**src/logic/ddr_pkg.sv**
```systemverilog
// Shared widths, command and state encodings, and the test data pattern for the DDR4 traffic test
`default_nettype none

package ddr_pkg;

  // ****************************************
  // Application port sizes
  // ****************************************
  localparam int unsigned APP_ADDR_WIDTH = 28;
  localparam int unsigned APP_DATA_WIDTH = 64;
  localparam int unsigned APP_MASK_WIDTH = 8;

  // Word and error counters
  localparam int unsigned COUNT_WIDTH = 16;
  localparam int unsigned SEED_WIDTH = 32;

  // One data word spans eight byte addresses
  localparam int unsigned ADDR_STEP = 8;

  // ****************************************
  // Encodings
  // ****************************************

  // Native port command codes
  typedef enum logic [2:0] {
    CMD_WRITE = 3'd0,
    CMD_READ  = 3'd1
  } app_cmd_e;

  typedef enum logic [1:0] {
    SEQ_IDLE,
    SEQ_WRITE,
    SEQ_READ,
    SEQ_DRAIN
  } seq_state_e;

  // ****************************************
  // Pattern
  // ****************************************

  // Upper half is seed XOR address, lower half its inverse
  function automatic logic [APP_DATA_WIDTH-1:0] pattern_word(
    input logic [APP_ADDR_WIDTH-1:0] addr,
    input logic [SEED_WIDTH-1:0]     seed
  );
    logic [SEED_WIDTH-1:0] upper;
    upper = seed ^ {{(SEED_WIDTH - APP_ADDR_WIDTH){1'b0}}, addr};
    return {upper, ~upper};
  endfunction

endpackage

`default_nettype wire

```
**src/logic/ddr_test_if.sv**
```systemverilog
// Latched test configuration, driven by the control block and read by the sequencer and checker
`default_nettype none

interface test_cfg_if;

  // Single-cycle launch strobe
  logic                               go;

  // Held stable from go until the next accepted start
  logic [ddr_pkg::APP_ADDR_WIDTH-1:0] base_addr;
  logic [ddr_pkg::COUNT_WIDTH-1:0]    word_count;
  logic [ddr_pkg::SEED_WIDTH-1:0]     seed;

  modport ctrl (
    output go, base_addr, word_count, seed
  );

  modport seq (
    input go, base_addr, word_count, seed
  );

  modport chk (
    input go, base_addr, word_count, seed
  );

endinterface

`default_nettype wire

```
**src/logic/ddr_test_ctrl.sv**
```systemverilog
// Test run control: qualifies the start pulse, latches the configuration and reports busy/done
`default_nettype none

module ddr_test_ctrl (
  input  wire                                c0_ddr4_clk,
  input  wire                                rst_i,
  input  wire                                init_calib_complete_i,
  input  wire                                start_i,
  input  wire [ddr_pkg::APP_ADDR_WIDTH-1:0]  base_addr_i,
  input  wire [ddr_pkg::COUNT_WIDTH-1:0]     word_count_i,
  input  wire [ddr_pkg::SEED_WIDTH-1:0]      seed_i,
  input  wire                                check_done_i,
  output logic                               test_busy_o,
  output logic                               test_done_o,
  test_cfg_if.ctrl                           cfg
);

  logic                               accept;
  logic                               go_q;
  logic                               busy_q;
  logic                               done_q;
  logic [ddr_pkg::APP_ADDR_WIDTH-1:0] base_q;
  logic [ddr_pkg::COUNT_WIDTH-1:0]    count_q;
  logic [ddr_pkg::SEED_WIDTH-1:0]     seed_q;

  // Start only after calibration, while idle, with a nonzero length
  assign accept = start_i && init_calib_complete_i && !busy_q &&
                  (word_count_i != '0);

  always_ff @(posedge c0_ddr4_clk) begin
    if (rst_i) begin
      go_q   <= 1'b0;
      busy_q <= 1'b0;
      done_q <= 1'b0;
    end else begin
      go_q <= accept;
      if (accept) begin
        busy_q <= 1'b1;
        done_q <= 1'b0;
      end else if (check_done_i) begin
        busy_q <= 1'b0;
        done_q <= 1'b1;
      end
    end
  end

  // Configuration snapshot
  always_ff @(posedge c0_ddr4_clk) begin
    if (accept) begin
      base_q  <= base_addr_i;
      count_q <= word_count_i;
      seed_q  <= seed_i;
    end
  end

  assign cfg.go         = go_q;
  assign cfg.base_addr  = base_q;
  assign cfg.word_count = count_q;
  assign cfg.seed       = seed_q;

  // Status flips in the same cycle as the checker's done pulse
  assign test_busy_o = busy_q && !check_done_i;
  assign test_done_o = done_q || check_done_i;

endmodule

`default_nettype wire

```
**src/logic/ddr_app_sequencer.sv**
```systemverilog
// Command sequencer for the DDR4 native port: writes the pattern over a range, then reads it back
`default_nettype none

module ddr_app_sequencer (
  input  wire                                 c0_ddr4_clk,
  input  wire                                 rst_i,
  test_cfg_if.seq                             cfg,
  input  wire                                 app_rdy_i,
  input  wire                                 app_wdf_rdy_i,
  output logic                                app_en_o,
  output ddr_pkg::app_cmd_e                   app_cmd_o,
  output logic [ddr_pkg::APP_ADDR_WIDTH-1:0]  app_addr_o,
  output logic [ddr_pkg::APP_DATA_WIDTH-1:0]  app_wdf_data_o,
  output logic [ddr_pkg::APP_MASK_WIDTH-1:0]  app_wdf_mask_o,
  output logic                                app_wdf_wren_o,
  output logic                                app_wdf_end_o
);

  ddr_pkg::seq_state_e                state_q;
  logic [ddr_pkg::COUNT_WIDTH-1:0]    cmd_cnt_q;
  logic [ddr_pkg::COUNT_WIDTH-1:0]    data_cnt_q;
  logic [ddr_pkg::APP_ADDR_WIDTH-1:0] cmd_addr_q;
  logic [ddr_pkg::APP_ADDR_WIDTH-1:0] data_addr_q;

  logic cmd_left;
  logic data_left;
  logic cmd_last;
  logic cmd_fire;
  logic data_fire;
  logic start_wr;
  logic start_rd;

  // ****************************************
  // Handshake qualifiers
  // ****************************************
  assign cmd_left  = cmd_cnt_q != cfg.word_count;
  assign data_left = data_cnt_q != cfg.word_count;
  assign cmd_last  = cmd_cnt_q == (cfg.word_count - 1'b1);

  assign cmd_fire  = app_en_o && app_rdy_i;
  assign data_fire = app_wdf_wren_o && app_wdf_rdy_i;

  assign start_wr = (state_q == ddr_pkg::SEQ_IDLE) && cfg.go;
  // Reads begin once every write-data word has gone out
  assign start_rd = (state_q == ddr_pkg::SEQ_DRAIN) && !data_left;

  // Strobes come straight from state, so they hold while ready is low
  always_comb begin
    app_en_o       = 1'b0;
    app_wdf_wren_o = 1'b0;
    app_cmd_o      = ddr_pkg::CMD_WRITE;
    unique case (state_q)
      ddr_pkg::SEQ_WRITE: begin
        app_en_o       = cmd_left;
        app_wdf_wren_o = data_left;
      end
      ddr_pkg::SEQ_DRAIN: begin
        app_wdf_wren_o = data_left;
      end
      ddr_pkg::SEQ_READ: begin
        app_en_o  = cmd_left;
        app_cmd_o = ddr_pkg::CMD_READ;
      end
      default: begin
        app_en_o = 1'b0;
      end
    endcase
  end

  assign app_addr_o     = cmd_addr_q;
  assign app_wdf_data_o = ddr_pkg::pattern_word(data_addr_q, cfg.seed);
  assign app_wdf_mask_o = '0;
  assign app_wdf_end_o  = app_wdf_wren_o;

  // ****************************************
  // Phase FSM and transfer counters
  // ****************************************
  always_ff @(posedge c0_ddr4_clk) begin
    if (rst_i) begin
      state_q    <= ddr_pkg::SEQ_IDLE;
      cmd_cnt_q  <= '0;
      data_cnt_q <= '0;
    end else begin
      unique case (state_q)
        ddr_pkg::SEQ_IDLE: begin
          if (start_wr) begin
            state_q    <= ddr_pkg::SEQ_WRITE;
            cmd_cnt_q  <= '0;
            data_cnt_q <= '0;
          end
        end
        ddr_pkg::SEQ_WRITE: begin
          // Commands and data advance independently
          if (cmd_fire) begin
            cmd_cnt_q <= cmd_cnt_q + 1'b1;
          end
          if (data_fire) begin
            data_cnt_q <= data_cnt_q + 1'b1;
          end
          if (cmd_fire && cmd_last) begin
            state_q <= ddr_pkg::SEQ_DRAIN;
          end
        end
        ddr_pkg::SEQ_DRAIN: begin
          if (data_fire) begin
            data_cnt_q <= data_cnt_q + 1'b1;
          end
          if (start_rd) begin
            state_q   <= ddr_pkg::SEQ_READ;
            cmd_cnt_q <= '0;
          end
        end
        ddr_pkg::SEQ_READ: begin
          if (cmd_fire) begin
            cmd_cnt_q <= cmd_cnt_q + 1'b1;
            if (cmd_last) begin
              state_q <= ddr_pkg::SEQ_IDLE;
            end
          end
        end
        default: begin
          state_q <= ddr_pkg::SEQ_IDLE;
        end
      endcase
    end
  end

  // Address pointers follow the same transfer events
  always_ff @(posedge c0_ddr4_clk) begin
    if (start_wr) begin
      cmd_addr_q  <= cfg.base_addr;
      data_addr_q <= cfg.base_addr;
    end else begin
      if (start_rd) begin
        cmd_addr_q <= cfg.base_addr;
      end else if (cmd_fire) begin
        cmd_addr_q <= cmd_addr_q + ddr_pkg::APP_ADDR_WIDTH'(ddr_pkg::ADDR_STEP);
      end
      if (data_fire) begin
        data_addr_q <= data_addr_q + ddr_pkg::APP_ADDR_WIDTH'(ddr_pkg::ADDR_STEP);
      end
    end
  end

endmodule

`default_nettype wire

```
**src/logic/ddr_read_checker.sv**
```systemverilog
// Read-back checker: compares returned words with the pattern and keeps the error results
`default_nettype none

module ddr_read_checker (
  input  wire                                 c0_ddr4_clk,
  input  wire                                 rst_i,
  test_cfg_if.chk                             cfg,
  input  wire [ddr_pkg::APP_DATA_WIDTH-1:0]   app_rd_data_i,
  input  wire                                 app_rd_data_valid_i,
  output logic                                check_done_o,
  output logic                                compare_error_o,
  output logic [ddr_pkg::COUNT_WIDTH-1:0]     error_count_o,
  output logic [ddr_pkg::APP_ADDR_WIDTH-1:0]  first_err_addr_o
);

  logic                               running_q;
  logic [ddr_pkg::COUNT_WIDTH-1:0]    rd_cnt_q;
  logic [ddr_pkg::APP_ADDR_WIDTH-1:0] exp_addr_q;
  logic [ddr_pkg::APP_DATA_WIDTH-1:0] exp_data;
  logic                               rd_take;
  logic                               rd_last;
  logic                               mismatch;

  // Expected word for the next returned read, in command order
  assign exp_data = ddr_pkg::pattern_word(exp_addr_q, cfg.seed);

  assign rd_take  = running_q && app_rd_data_valid_i;
  assign rd_last  = rd_cnt_q == (cfg.word_count - 1'b1);
  assign mismatch = rd_take && (app_rd_data_i != exp_data);

  // ****************************************
  // Progress and results
  // ****************************************
  always_ff @(posedge c0_ddr4_clk) begin
    if (rst_i) begin
      running_q        <= 1'b0;
      rd_cnt_q         <= '0;
      check_done_o     <= 1'b0;
      compare_error_o  <= 1'b0;
      error_count_o    <= '0;
      first_err_addr_o <= '0;
    end else begin
      check_done_o <= 1'b0;
      if (cfg.go) begin
        running_q        <= 1'b1;
        rd_cnt_q         <= '0;
        compare_error_o  <= 1'b0;
        error_count_o    <= '0;
        first_err_addr_o <= '0;
      end else begin
        if (rd_take) begin
          rd_cnt_q <= rd_cnt_q + 1'b1;
          if (rd_last) begin
            running_q    <= 1'b0;
            check_done_o <= 1'b1;
          end
        end
        if (mismatch) begin
          // Count saturates at all ones
          if (error_count_o != '1) begin
            error_count_o <= error_count_o + 1'b1;
          end
          if (!compare_error_o) begin
            compare_error_o  <= 1'b1;
            first_err_addr_o <= exp_addr_q;
          end
        end
      end
    end
  end

  always_ff @(posedge c0_ddr4_clk) begin
    if (cfg.go) begin
      exp_addr_q <= cfg.base_addr;
    end else if (rd_take) begin
      exp_addr_q <= exp_addr_q + ddr_pkg::APP_ADDR_WIDTH'(ddr_pkg::ADDR_STEP);
    end
  end

endmodule

`default_nettype wire

```
**src/logic/ddr_traffic_top.sv**
```systemverilog
// Top level of the DDR4 traffic generator and checker, to be wired to the controller's native port
`default_nettype none

module ddr_traffic_top (
  input  wire                                 c0_ddr4_clk,
  input  wire                                 rst_i,
  input  wire                                 init_calib_complete_i,

  // Test control
  input  wire                                 start_i,
  input  wire [ddr_pkg::APP_ADDR_WIDTH-1:0]   base_addr_i,
  input  wire [ddr_pkg::COUNT_WIDTH-1:0]      word_count_i,
  input  wire [ddr_pkg::SEED_WIDTH-1:0]       seed_i,

  // Controller application port
  input  wire                                 app_rdy_i,
  input  wire                                 app_wdf_rdy_i,
  output logic                                app_en_o,
  output ddr_pkg::app_cmd_e                   app_cmd_o,
  output logic [ddr_pkg::APP_ADDR_WIDTH-1:0]  app_addr_o,
  output logic [ddr_pkg::APP_DATA_WIDTH-1:0]  app_wdf_data_o,
  output logic [ddr_pkg::APP_MASK_WIDTH-1:0]  app_wdf_mask_o,
  output logic                                app_wdf_wren_o,
  output logic                                app_wdf_end_o,
  input  wire [ddr_pkg::APP_DATA_WIDTH-1:0]   app_rd_data_i,
  input  wire                                 app_rd_data_valid_i,

  // Status and results
  output logic                                test_busy_o,
  output logic                                test_done_o,
  output logic                                compare_error_o,
  output logic [ddr_pkg::COUNT_WIDTH-1:0]     error_count_o,
  output logic [ddr_pkg::APP_ADDR_WIDTH-1:0]  first_err_addr_o
);

  logic check_done;

  test_cfg_if u_cfg_if ();

  // ****************************************
  // Control, sequencing and checking
  // ****************************************
  ddr_test_ctrl u_ddr_test_ctrl (
    .c0_ddr4_clk           (c0_ddr4_clk),
    .rst_i                 (rst_i),
    .init_calib_complete_i (init_calib_complete_i),
    .start_i               (start_i),
    .base_addr_i           (base_addr_i),
    .word_count_i          (word_count_i),
    .seed_i                (seed_i),
    .check_done_i          (check_done),
    .test_busy_o           (test_busy_o),
    .test_done_o           (test_done_o),
    .cfg                   (u_cfg_if.ctrl)
  );

  ddr_app_sequencer u_ddr_app_sequencer (
    .c0_ddr4_clk    (c0_ddr4_clk),
    .rst_i          (rst_i),
    .cfg            (u_cfg_if.seq),
    .app_rdy_i      (app_rdy_i),
    .app_wdf_rdy_i  (app_wdf_rdy_i),
    .app_en_o       (app_en_o),
    .app_cmd_o      (app_cmd_o),
    .app_addr_o     (app_addr_o),
    .app_wdf_data_o (app_wdf_data_o),
    .app_wdf_mask_o (app_wdf_mask_o),
    .app_wdf_wren_o (app_wdf_wren_o),
    .app_wdf_end_o  (app_wdf_end_o)
  );

  ddr_read_checker u_ddr_read_checker (
    .c0_ddr4_clk         (c0_ddr4_clk),
    .rst_i               (rst_i),
    .cfg                 (u_cfg_if.chk),
    .app_rd_data_i       (app_rd_data_i),
    .app_rd_data_valid_i (app_rd_data_valid_i),
    .check_done_o        (check_done),
    .compare_error_o     (compare_error_o),
    .error_count_o       (error_count_o),
    .first_err_addr_o    (first_err_addr_o)
  );

endmodule

`default_nettype wire

```
**config.mk**
```make
export PLATFORM = sky130hd
export DESIGN_NAME = ddr_traffic_top
export DESIGN_NICKNAME = d
export VERILOG_FILES = /design/src/logic/ddr_pkg.sv /design/src/logic/ddr_test_if.sv /design/src/logic/ddr_test_ctrl.sv /design/src/logic/ddr_app_sequencer.sv /design/src/logic/ddr_read_checker.sv /design/src/logic/ddr_traffic_top.sv
export SDC_FILE = /design/constraint.sdc
export NUM_CORES = 1
export LEC_CHECK = 0
export BUFFER_PORTS_ARGS = -buffer_cell sky130_fd_sc_hd__buf_2
export CAP_MARGIN = 20
export CORE_UTILIZATION = 50
export DETAILED_ROUTE_END_ITERATION = 6
export PLACE_DENSITY = 0.7
export REMOVE_ABC_BUFFERS = 1
export SYNTH_ARGS = -nofsm -noshare
export SYNTH_HDL_FRONTEND = slang
export SYNTH_HIERARCHICAL = 1
export SYNTH_SLANG_ARGS = --single-unit
```
**constraint.sdc**
```tcl
create_clock -name c0_ddr4_clk -period 3 [get_ports c0_ddr4_clk]
set_input_delay 0.6 -clock c0_ddr4_clk [delete_from_list [all_inputs] [get_ports c0_ddr4_clk]]
set_output_delay 0.6 -clock c0_ddr4_clk [all_outputs]
set_load 0.02 [all_outputs]
```
==> results.py, run 1 <==
metrics = {
    "outcome": {
        "outcome": "finished, final reports clean",
    },
    "global_routing": {
        "grt_antenna_before_repair": 6,
        "grt_pass1_vias": 11050,
        "grt_use_total_pct": 27.80,
        "overflow": 0,
        "grt_max_degree": 51,
        "grt_first_pass_wirelength_um": 62430,
    },
    "logic_synthesis": {
        "synth_seq_area_share_pct": 47.04,
        "synth_most_common_cell": "edfxtp_1",
        "synth_top_flop_cell": "edfxtp_1",
        "yosys-top-cells-count": "edfxtp_1 (160), nand2_1 (150), xor2_1 (149)",
        "ys_types": 74,
        "synth.top_cell.area_share_pct": 33.21,
        "yosysTopAreaCell": "edfxtp_1",
        "synth-edff-count": 160,
        "synthCells": 1439,
        "synthTopCellsByArea": "edfxtp_1 (33%), dfxtp_1 (14%), xor2_1 (9.0%)",
        "yosysWarnings": 6,
        "synth.ff_latch_count": 260,
        "async_reset_ff_share_pct": 0,
        "avgSynthCellArea_um2": 10.05,
        "syn-cell-area_um2": 14470,
    },
    "drt": {
        "drtAntennaViolNets": 0,
        "drtIter0Drc": 1101,
        "wl_per_cell_um": 19.31,
        "drc_errors": 0,
        "dr.pass1.iters": 5,
        "vias": 11930,
        "post_drt_via_cell_ratio": 5.501,
        "finalWirelength_um": 41860,
    },
    "cells_and_area": {
        "utilization_pct": 62.79,
        "area_growth_pct": 21.89,
        "layout-drive-gt1-share_pct": 24.78,
        "finalNetCount": 1922,
    },
    "placed_design": {
        "place_ws_ps": 144.2,
        "gp_congestion": 0.9462,
        "port_buffers": 289,
        "dpl.hpwl_um": 31830,
    },
    "timing": {
        "relSlewSlack_pct": 46.35,
        "worst_pin_slew_ps": 797.4,
        "clock_skew_ps": 14.99,
        "setup_viol": 0,
        "fin_ws_ps": 84.62,
        "clock.fmax_mhz": 343.0,
        "finalHoldViolCount": 0,
        "finalCriticalPeriod_ps": 2915,
        "finalMaxSlewViolations": 0,
        "rsz0062_at_grt": "false",
        "fin_crit_sh_pct": 97.18,
    },
    "critical_path": {
        "cp.arrival_ps": 2320,
        "path_cells": "buf_4 > xnor2_1 > nand4_1 > o31a_1 > buf_2",
        "crit_fanout": 10,
        "worst-path-buf-inv": 2,
        "critPathSlowestCell": "edfxtp_1",
        "critPathCaptureType": "output port",
        "max_stage_delay_ps": 500,
        "cp-start-kind": "register",
        "path_class": "reg2out",
        "worstPathRequired_ps": 2400,
        "crit_family": "flip-flops",
    },
    "cts": {
        "cts-root-buf": "clkbuf_16",
        "clk_pin_slew_ps": 60,
        "cts_max_path_buffers": 3,
        "cts_tree": "done",
        "insertion_delay_ps": 550,
        "h-tree-depth": 1,
        "numCtsBuffers": 29,
        "cts.sinks": 260,
        "postCtsHoldBufs": 0,
    },
    "power": {
        "power.density_nw_per_um2": 532.4,
        "p_leak_nw": 7.202,
        "power.total_w": 0.009389,
        "ir_drop_mv": 0.3295,
    },
    "floorplan": {
        "core_um2": 28090,
        "start_util_pct": 51.51,
        "die-width_um": 172.1,
        "design.die.area_um2": 29620,
        "die_h_um": 172.1,
        "io_pins": 300,
        "rows": 61,
    },
    "job": {
        "drv_cap": 0,
    },
    "min_path": {
        "min_path_type": "in2reg",
    },
}
layout by cell type (no fill, tap or decap), drive strengths merged, types with 6 or more instances in the layout:
cell type  Yosys  layout
a21oi         45      45
nor3          22      22
inv           58      59
xor3           8       8
or3           12      12
nand2b        18      18
dfxtp        100     100
edfxtp       160     160
nor4          22      22
nor2b         12      12
nand2        151     151
and3          43      43
buf           32     358
nand3         98      98
ha            14      14
conb           1      10
diode          0       6
nand4         26      26
nand3b         7       7
xnor2         91      91
clkinv         0      10
xor2         150     150
clkbuf        44      37
nor2         122     122
o21ai         89      89
and2          12      12
mux2i         15      15
xnor3         18      18
and4           6       6
logic make-up after synthesis:
logic type	share of synthesized area (%)
compound gates	7.385
xor+xnor	18.76
fa+ha+maj	1.211
buf+inv	4.332
flops	47.04
mux	1.193
other cells	0.02592
simple gates	20.05
power by group:
group / leakage (nW) / switching [W] / internal (W)
clock: 0.470 / 0.00147 / 0.00213
sequential: 2.29 / 0.000204 / 0.00403
combinational: 4.44 / 0.000951 / 0.000609
total: 7.20 / 0.00262 / 0.00676
repair_timing:
item | CTS | global route
pin swaps | 0 | 2
endpoints found under the setup margin | 1 | 5
hold endpoints to repair | 0 | 0
cloned | 0 | 0
buffers inserted | 1 | 5
resized for setup | 0 | 3
area by class of cell:
class | count | area, um^2
Sequential cell | 260 | 6808
Timing Repair Buffer | 358 | 2039
Inverter | 58 | 217.7
Antenna cell | 6 | 15.01
Fill cell | 2389 | 10450
Clock buffer | 37 | 795.8
Tap cell | 378 | 473.0
Multi-Input combinational cell | 1054 | 7119
Clock inverter | 17 | 167.7
metal layers:
layer | vias to the layer above | track usage [%] | wire (um)
li1 | 5653 | - | -
met1 | 5643 | 38.35 | 17580
met2 | 547 | 44.44 | 19230
met3 | 81 | 4.211 | 3607
met4 | 2 | 9.735 | 1425
met5 | - | 0 | 13
state kept, by name, summed over array words and instances (netlist names):
name,cells
u_ddr_app_sequencer/app_addr_o,28
u_ddr_app_sequencer/cmd_cnt_q,16
u_ddr_app_sequencer/data_addr_q,28
u_ddr_app_sequencer/data_cnt_q,16
u_ddr_app_sequencer/state_q,2
u_ddr_read_checker/check_done_o,1
u_ddr_read_checker/compare_error_o,1
u_ddr_read_checker/error_count_o,16
u_ddr_read_checker/exp_addr_q,28
u_ddr_read_checker/first_err_addr_o,28
u_ddr_read_checker/rd_cnt_q,16
u_ddr_read_checker/running_q,1
u_ddr_test_ctrl/busy_q,1
u_ddr_test_ctrl/cfg.base_addr,28
u_ddr_test_ctrl/cfg.go,1
u_ddr_test_ctrl/cfg.seed,32
u_ddr_test_ctrl/cfg.word_count,16
u_ddr_test_ctrl/done_q,1
path summary, 6_finish.rpt:
check / start / end / slack (ps) / cells after the start
max: u_ddr_test_ctrl/cfg.word_count[4]$_DFFE_PP_ / app_en_o / 80 / 5
min: base_addr_i[17] / u_ddr_test_ctrl/cfg.base_addr[17]$_DFFE_PP_ / 220 / 1
min reg2reg: u_ddr_read_checker/first_err_addr_o[7]$_SDFFE_PP0P_ / u_ddr_read_checker/first_err_addr_o[7]$_SDFFE_PP0P_ / 470 / 2
max reg2reg: u_ddr_test_ctrl/cfg.word_count[6]$_DFFE_PP_ / u_ddr_read_checker/check_done_o$_SDFF_PP0_ / 210 / 8
through the flow:
stage	hold slack [ps]	cell area [um^2]	TNS (ps)	std cells
floorplan	477.2	14090	-93210	1372
global placement	450.7	16580	0	2101
detailed placement	457.3	16580	0	2101
CTS	202.2	17560	0	2156
global route	197.6	17630	0	2167
finish	221.2	17640	0	2168
No activity file was read; power rests on OpenSTA's default activity.
==> inputs of run 2 (changes only) <==
clock period = 2.9 ns   (was 3 ns; I/O delays follow)
==> run 2 against run 1 <==
The run now ends with negative setup slack left. Combinational power increased by 3%. Cell count increased by 0.37%. Global-route usage decreased by 0.64 points. Clock power decreased by 4%. First-iteration DRC count decreased by 11%. Die area unchanged. Critical endpoint unchanged.
==> results.py, run 2 (synthesis gave the netlist of run 1 again) <==
metrics = {
    "critical_path": {
        "reg2reg_depth": 10,
        "worst-path-buf-inv": 1,
        "path_cells": "xor2_1 > nor4_2 > nand4_1 > o31a_1 > buf_2",
        "r2r_end": "u_ddr_app_sequencer/cmd_cnt_q[15]$_SDFFE_PP0P_",
        "crit_fanout": 4,
        "r2r-start": "u_ddr_test_ctrl/cfg.word_count[7]$_DFFE_PP_",
        "critPathCaptureType": "output port",
        "worstPathRequired_ps": 2320,
        "max_stage_delay_ps": 480,
        "path_class": "reg2out",
        "cp.arrival_ps": 2330,
        "rrSetupSlack_ps": 70,
        "cp-start-kind": "register",
        "crit_family": "simple AND/OR/NAND/NOR gates",
        "critPathSlowestCell": "edfxtp_1",
    },
    "cells_and_area": {
        "final_area_um2": 17620,
        "layout-drive-gt1-share_pct": 25.18,
        "largest_reg_flops": 32,
        "finalNetCount": 1930,
        "final_common_cell": "buf_2",
        "area_growth_pct": 21.77,
        "mostFrequentLayoutCells": "buf_2 (289), edfxtp_1 (160), nand2_1 (150), xor2_1 (149), nor2_1 (119)",
    },
    "floorplan": {
        "start_util_pct": 51.51,
        "io_pins": 300,
        "core_um2": 28090,
        "rows": 61,
        "die-width_um": 172.1,
        "design.die.area_um2": 29620,
        "die_h_um": 172.1,
    },
    "drt": {
        "finalWirelength_um": 40890,
        "post_drt_via_cell_ratio": 5.474,
        "wl_per_cell_um": 18.79,
        "drtAntennaViolNets": 0,
        "drtIter0Drc": 976,
        "dr.pass1.iters": 7,
        "vias": 11910,
        "drc_errors": 0,
    },
    "timing": {
        "clock_skew_ps": 17.03,
        "fin_crit_sh_pct": 100.2,
        "clock.fmax_mhz": 344.1,
        "rsz0062_at_grt": "true",
        "finalMaxSlewViolations": 0,
        "worst_pin_slew_ps": 656.3,
        "fin_ws_ps": -6.263,
        "setup_viol": 1,
        "finalHoldViolCount": 0,
        "holdWs_ps": 208.2,
        "finalCriticalPeriod_ps": 2906,
        "relSlewSlack_pct": 56.25,
    },
    "global_routing": {
        "grt_antenna_before_repair": 7,
        "grt_pass1_vias": 11060,
        "grt_use_total_pct": 27.16,
        "grt_max_degree": 51,
        "overflow": 0,
        "grt_first_pass_wirelength_um": 60780,
    },
    "cts": {
        "clk_pin_slew_ps": 60,
        "cts.sinks": 260,
        "postCtsHoldBufs": 0,
        "cts_tree": "done",
        "numCtsBuffers": 29,
        "insertion_delay_ps": 540,
        "cts_max_path_buffers": 3,
        "h-tree-depth": 1,
        "cts-root-buf": "clkbuf_16",
    },
    "outcome": {
        "violations": "negative setup slack",
        "outcome": "finished, violations left",
    },
    "min_path": {
        "min_from": "base_addr_i[20]",
        "whs_path_depth": 1,
        "min_to": "u_ddr_test_ctrl/cfg.base_addr[20]$_DFFE_PP_",
        "min_path_type": "in2reg",
    },
    "placed_design": {
        "gp_congestion": 0.8854,
        "place_area_um2": 16610,
        "port_buffers": 289,
        "dpl.hpwl_um": 30930,
    },
    "power": {
        "p_leak_nw": 7.222,
        "power.density_nw_per_um2": 536.2,
        "ir_drop_mv": 0.4360,
    },
    "job": {
        "drv_cap": 0,
    },
}
==> run 2: cell types whose count changed in the layout (fill, tap and decap cells not counted), sizes merged, moves of 3 or more <==
cell and change:
buf +8, bufinv -3, clkbuf +3, clkinv +3, clkinvlp -3
==> run 2: layout make-up <==
| class | instances | area, um^2 |
|---|---|---|
| clock buffers | 40 | 838.3 |
| multi-input cells | 1054 | 7129 |
| well taps | 378 | 473.0 |
| repair buffers | 366 | 2074 |
| clock inverters | 13 | 61.31 |
| inverters | 58 | 217.7 |
| diodes | 7 | 17.52 |
| flip-flops and latches | 260 | 6808 |
| fillers | 2402 | 10470 |
==> run 2: power by group <==
part           internal [W]  switching, W  total [W]
registers           0.00417      0.000211    0.00438
logic              0.000632      0.000975    0.00161
clock network       0.00200       0.00146    0.00346
total               0.00681       0.00264    0.00945
==> run 2: per-stage QoR <==
step                std cells  utilization [%]  setup slack [ps]  TNS (ps)  power, W
global placement         2107            59.12             130.7         0  0.006008
floorplan                1372                -             -2370   -103610  0.005358
finish                   2176            62.73            -6.263    -6.263  0.009448
CTS                      2166            62.51             7.485         0  0.009501
detailed placement       2108            59.15             33.96         0  0.006046
global route             2176            62.73            -130.6    -360.5  0.009834
==> run 2: worst max-delay path by stage <==
stage	cells past startpoint	slack (ps)	end	startpoint
final	5	-6	app_en_o	u_ddr_test_ctrl/cfg.word_count[0]$_DFFE_PP_
after global routing	5	-130	app_en_o	u_ddr_test_ctrl/cfg.word_count[0]$_DFFE_PP_
after CTS	5	7	app_en_o	u_ddr_test_ctrl/cfg.word_count[4]$_DFFE_PP_
after detailed placement	9	30	u_ddr_read_checker/error_count_o[1]$_SDFFE_PP0P_	app_rd_data_i[63]
after global placement	9	130	u_ddr_read_checker/error_count_o[1]$_SDFFE_PP0P_	app_rd_data_i[40]
after floorplan	4	-2370	u_ddr_app_sequencer/app_addr_o[10]$_DFFE_PP_	u_ddr_test_ctrl/cfg.go$_SDFF_PP0_
==> run 2: repair_timing <==
action | 4_1_cts | 5_1_grt
setup buffers | 5 | 3
setup endpoints to repair | 1 | 25
resized for setup | 1 | 5
pin swaps | 0 | 4
==> run 2: metal layers <==
metal / up-vias / global-route usage (%) / routed length [um]
met2: 496 / 44.09 / 18890
li1: 5684 / - / -
met4: 0 / 9.388 / 1403
met3: 73 / 4.143 / 3153
met5: - / 0 / 0
met1: 5658 / 36.90 / 17440
==> run 2: worst reg2reg max path: cells and delay by family, from the launching register on <==
kind / cells / cell delay, ps
AO/OA/AOI/OAI: 2 / 730
XOR/XNOR: 2 / 320
buffers and inverters: 2 / 420
flip-flops: 1 / 500
AND/OR/NAND/NOR: 4 / 740
==> inputs of run 3 (changes only) <==
CORE_ASPECT_RATIO = 0.6   (was unset)
CTS_CLUSTER_DIAMETER = 80   (was unset)
==> run 3 against run 2 <==
The flow finishes with violations (design-rule violations). Cell count unchanged. Wire length up 6.7%. Count of clock-buffer cells in the layout down 12. Non-clock buffer count up 19. Sequential power about the same. Largest cell class unchanged.
==> results.py, run 3 (synthesis gave the netlist of run 1 again) <==
metrics = {
    "critical_path": {
        "path_class": "reg2reg",
        "critPathCaptureType": "register",
        "r2r_end": "u_ddr_app_sequencer/state_q[0]$_SDFFE_PP0P_",
        "cp.arrival_ps": 3270,
        "r2r-start": "u_ddr_test_ctrl/cfg.word_count[0]$_DFFE_PP_",
        "cp-start-kind": "register",
        "worstPathRequired_ps": 3340,
        "reg2reg_depth": 10,
        "rrSetupSlack_ps": 70,
        "crit_fanout": 4,
    },
    "timing": {
        "fin_crit_sh_pct": 97.56,
        "clock.fmax_mhz": 353.4,
        "holdWs_ps": 204.5,
        "finalCriticalPeriod_ps": 2829,
        "clock_skew_ps": 11.73,
        "relSlewSlack_pct": 54.76,
        "setup_viol": 0,
        "finalMaxSlewViolations": 0,
        "fin_ws_ps": 70.71,
        "rsz0062_at_grt": "true",
        "worst_pin_slew_ps": 673.4,
        "finalHoldViolCount": 0,
    },
    "power": {
        "p_leak_nw": 7.285,
        "power.density_nw_per_um2": 533.9,
        "power.total_w": 0.009477,
        "ir_drop_mv": 0.4034,
    },
    "global_routing": {
        "overflow": 0,
        "grt_pass1_vias": 11060,
        "grt_max_degree": 64,
        "grt_first_pass_wirelength_um": 64320,
        "grt_use_total_pct": 28.56,
        "grt_antenna_before_repair": 4,
    },
    "cells_and_area": {
        "final_common_cell": "buf_2",
        "layout-drive-gt1-share_pct": 25.87,
        "mostFrequentLayoutCells": "buf_2 (288), edfxtp_1 (160), nand2_1 (150), xor2_1 (148), nor2_1 (118)",
        "finalNetCount": 1946,
        "area_growth_pct": 22.68,
        "largest_reg_flops": 32,
        "fillers": 2313,
        "final_area_um2": 17750,
        "layout.cells.non_filler": 2176,
    },
    "placed_design": {
        "port_buffers": 289,
        "dpl.hpwl_um": 33200,
        "place_area_um2": 16620,
        "placedCellCount": 2098,
        "place_ws_ps": 0.4963,
        "gp_congestion": 1.034,
    },
    "cts": {
        "postCtsHoldBufs": 0,
        "cts.sinks": 260,
        "h-tree-depth": 1,
        "insertion_delay_ps": 550,
        "cts-root-buf": "clkbuf_16",
        "cts_tree": "done",
        "cts_max_path_buffers": 3,
        "numCtsBuffers": 26,
        "clk_pin_slew_ps": 70,
    },
    "drt": {
        "dr.pass1.iters": 7,
        "drtAntennaViolNets": 0,
        "drtIter0Drc": 1306,
        "finalWirelength_um": 43620,
        "wl_per_cell_um": 20.05,
        "vias": 12110,
        "post_drt_via_cell_ratio": 5.565,
        "drc_errors": 1,
    },
    "outcome": {
        "violations": "design-rule violations",
        "outcome": "finished, violations left",
    },
    "min_path": {
        "min_to": "u_ddr_test_ctrl/cfg.seed[1]$_DFFE_PP_",
        "min_from": "seed_i[1]",
        "whs_path_depth": 1,
        "min_path_type": "in2reg",
    },
    "floorplan": {
        "die-width_um": 221.6,
        "rows": 47,
        "core_um2": 27990,
        "die_h_um": 133.8,
        "design.die.area_um2": 29640,
        "start_util_pct": 51.69,
        "io_pins": 300,
    },
    "job": {
        "drv_cap": 0,
    },
}
==> run 3: cell count changes in the layout (fill, tap and decap cells not counted), sizes merged <==
cell and delta:
bufinv +3, diode -3, clkinv +2, inv +1, clkbuf -12, clkinvlp +1
buf +19
==> run 3: final cells by class <==
cell class	count	area, um^2	share of cell area (%)
sequential	260	6808	38.35
clock buffer	28	679.4	3.827
clock inverter	20	171.4	0.9657
antenna	4	10.01	0.05639
inverter	58	217.7	1.226
tap	367	459.2	2.587
timing repair buffer	385	2236	12.60
multi-input combinational	1054	7169	40.39
==> run 3: layer usage <==
| metal | vias up | GRT usage [%] | share of wire, % |
|---|---|---|---|
| met5 | - | 0 | 0 |
| met3 | 67 | 6.374 | 10 |
| met2 | 595 | 40.55 | 42 |
| met1 | 5749 | 43.09 | 45 |
| li1 | 5698 | - | - |
| met4 | 0 | 8.565 | 2.8 |
==> run 3: what timing repair did <==
| item | in CTS | in global routing |
|---|---|---|
| pin swaps | 3 | 8 |
| gates resized for setup | 3 | 14 |
| setup endpoints to repair | 4 | 37 |
| setup buffers | 9 | 16 |
| endpoints found under the hold margin | 0 | 0 |
==> run 3: worst max-delay path, stage by stage, from the launching register on <==
cell and delay [ps]:
edfxtp_1 450, buf_4 170, buf_4 130, or3_1 470, nor4_1 340, xor2_1 130
a211o_1 270, nor4_2 300, buf_4 160, nor3_1 40, a2111oi_1 240
==> run 3: metrics by stage <==
step / setup TNS [ps] / util [%]
2_1_floorplan: -103610 / -
3_3_place_gp: 0 / 59.37
3_5_place_dp: 0 / 59.37
4_1_cts: 0 / 62.72
5_1_grt: -66.76 / 63.41
6_report: 0 / 63.41
==> run 3: how the worst max path moves through the flow <==
stage                                                                      end  cells past startpoint  slack, ps                                    startpoint
after global placement             u_ddr_app_sequencer/state_q[0]$_SDFFE_PP0P_                      9         40  u_ddr_test_ctrl/cfg.word_count[11]$_DFFE_PP_
after floorplan                   u_ddr_app_sequencer/app_addr_o[10]$_DFFE_PP_                      4      -2370             u_ddr_test_ctrl/cfg.go$_SDFF_PP0_
final                              u_ddr_app_sequencer/state_q[0]$_SDFFE_PP0P_                     10         70   u_ddr_test_ctrl/cfg.word_count[0]$_DFFE_PP_
after CTS                                                        app_wdf_end_o                      7          4   u_ddr_test_ctrl/cfg.word_count[9]$_DFFE_PP_
after global routing      u_ddr_read_checker/first_err_addr_o[16]$_SDFFE_PP0P_                     10        -20         u_ddr_test_ctrl/cfg.seed[6]$_DFFE_PP_
after detailed placement           u_ddr_app_sequencer/state_q[0]$_SDFFE_PP0P_                      9        0.5  u_ddr_test_ctrl/cfg.word_count[10]$_DFFE_PP_
==> run 3: where the power goes <==
group,internal (W),switching (W)
registers,0.00417,0.000217
clock network,0.00196,0.00149
logic,0.000648,0.000995
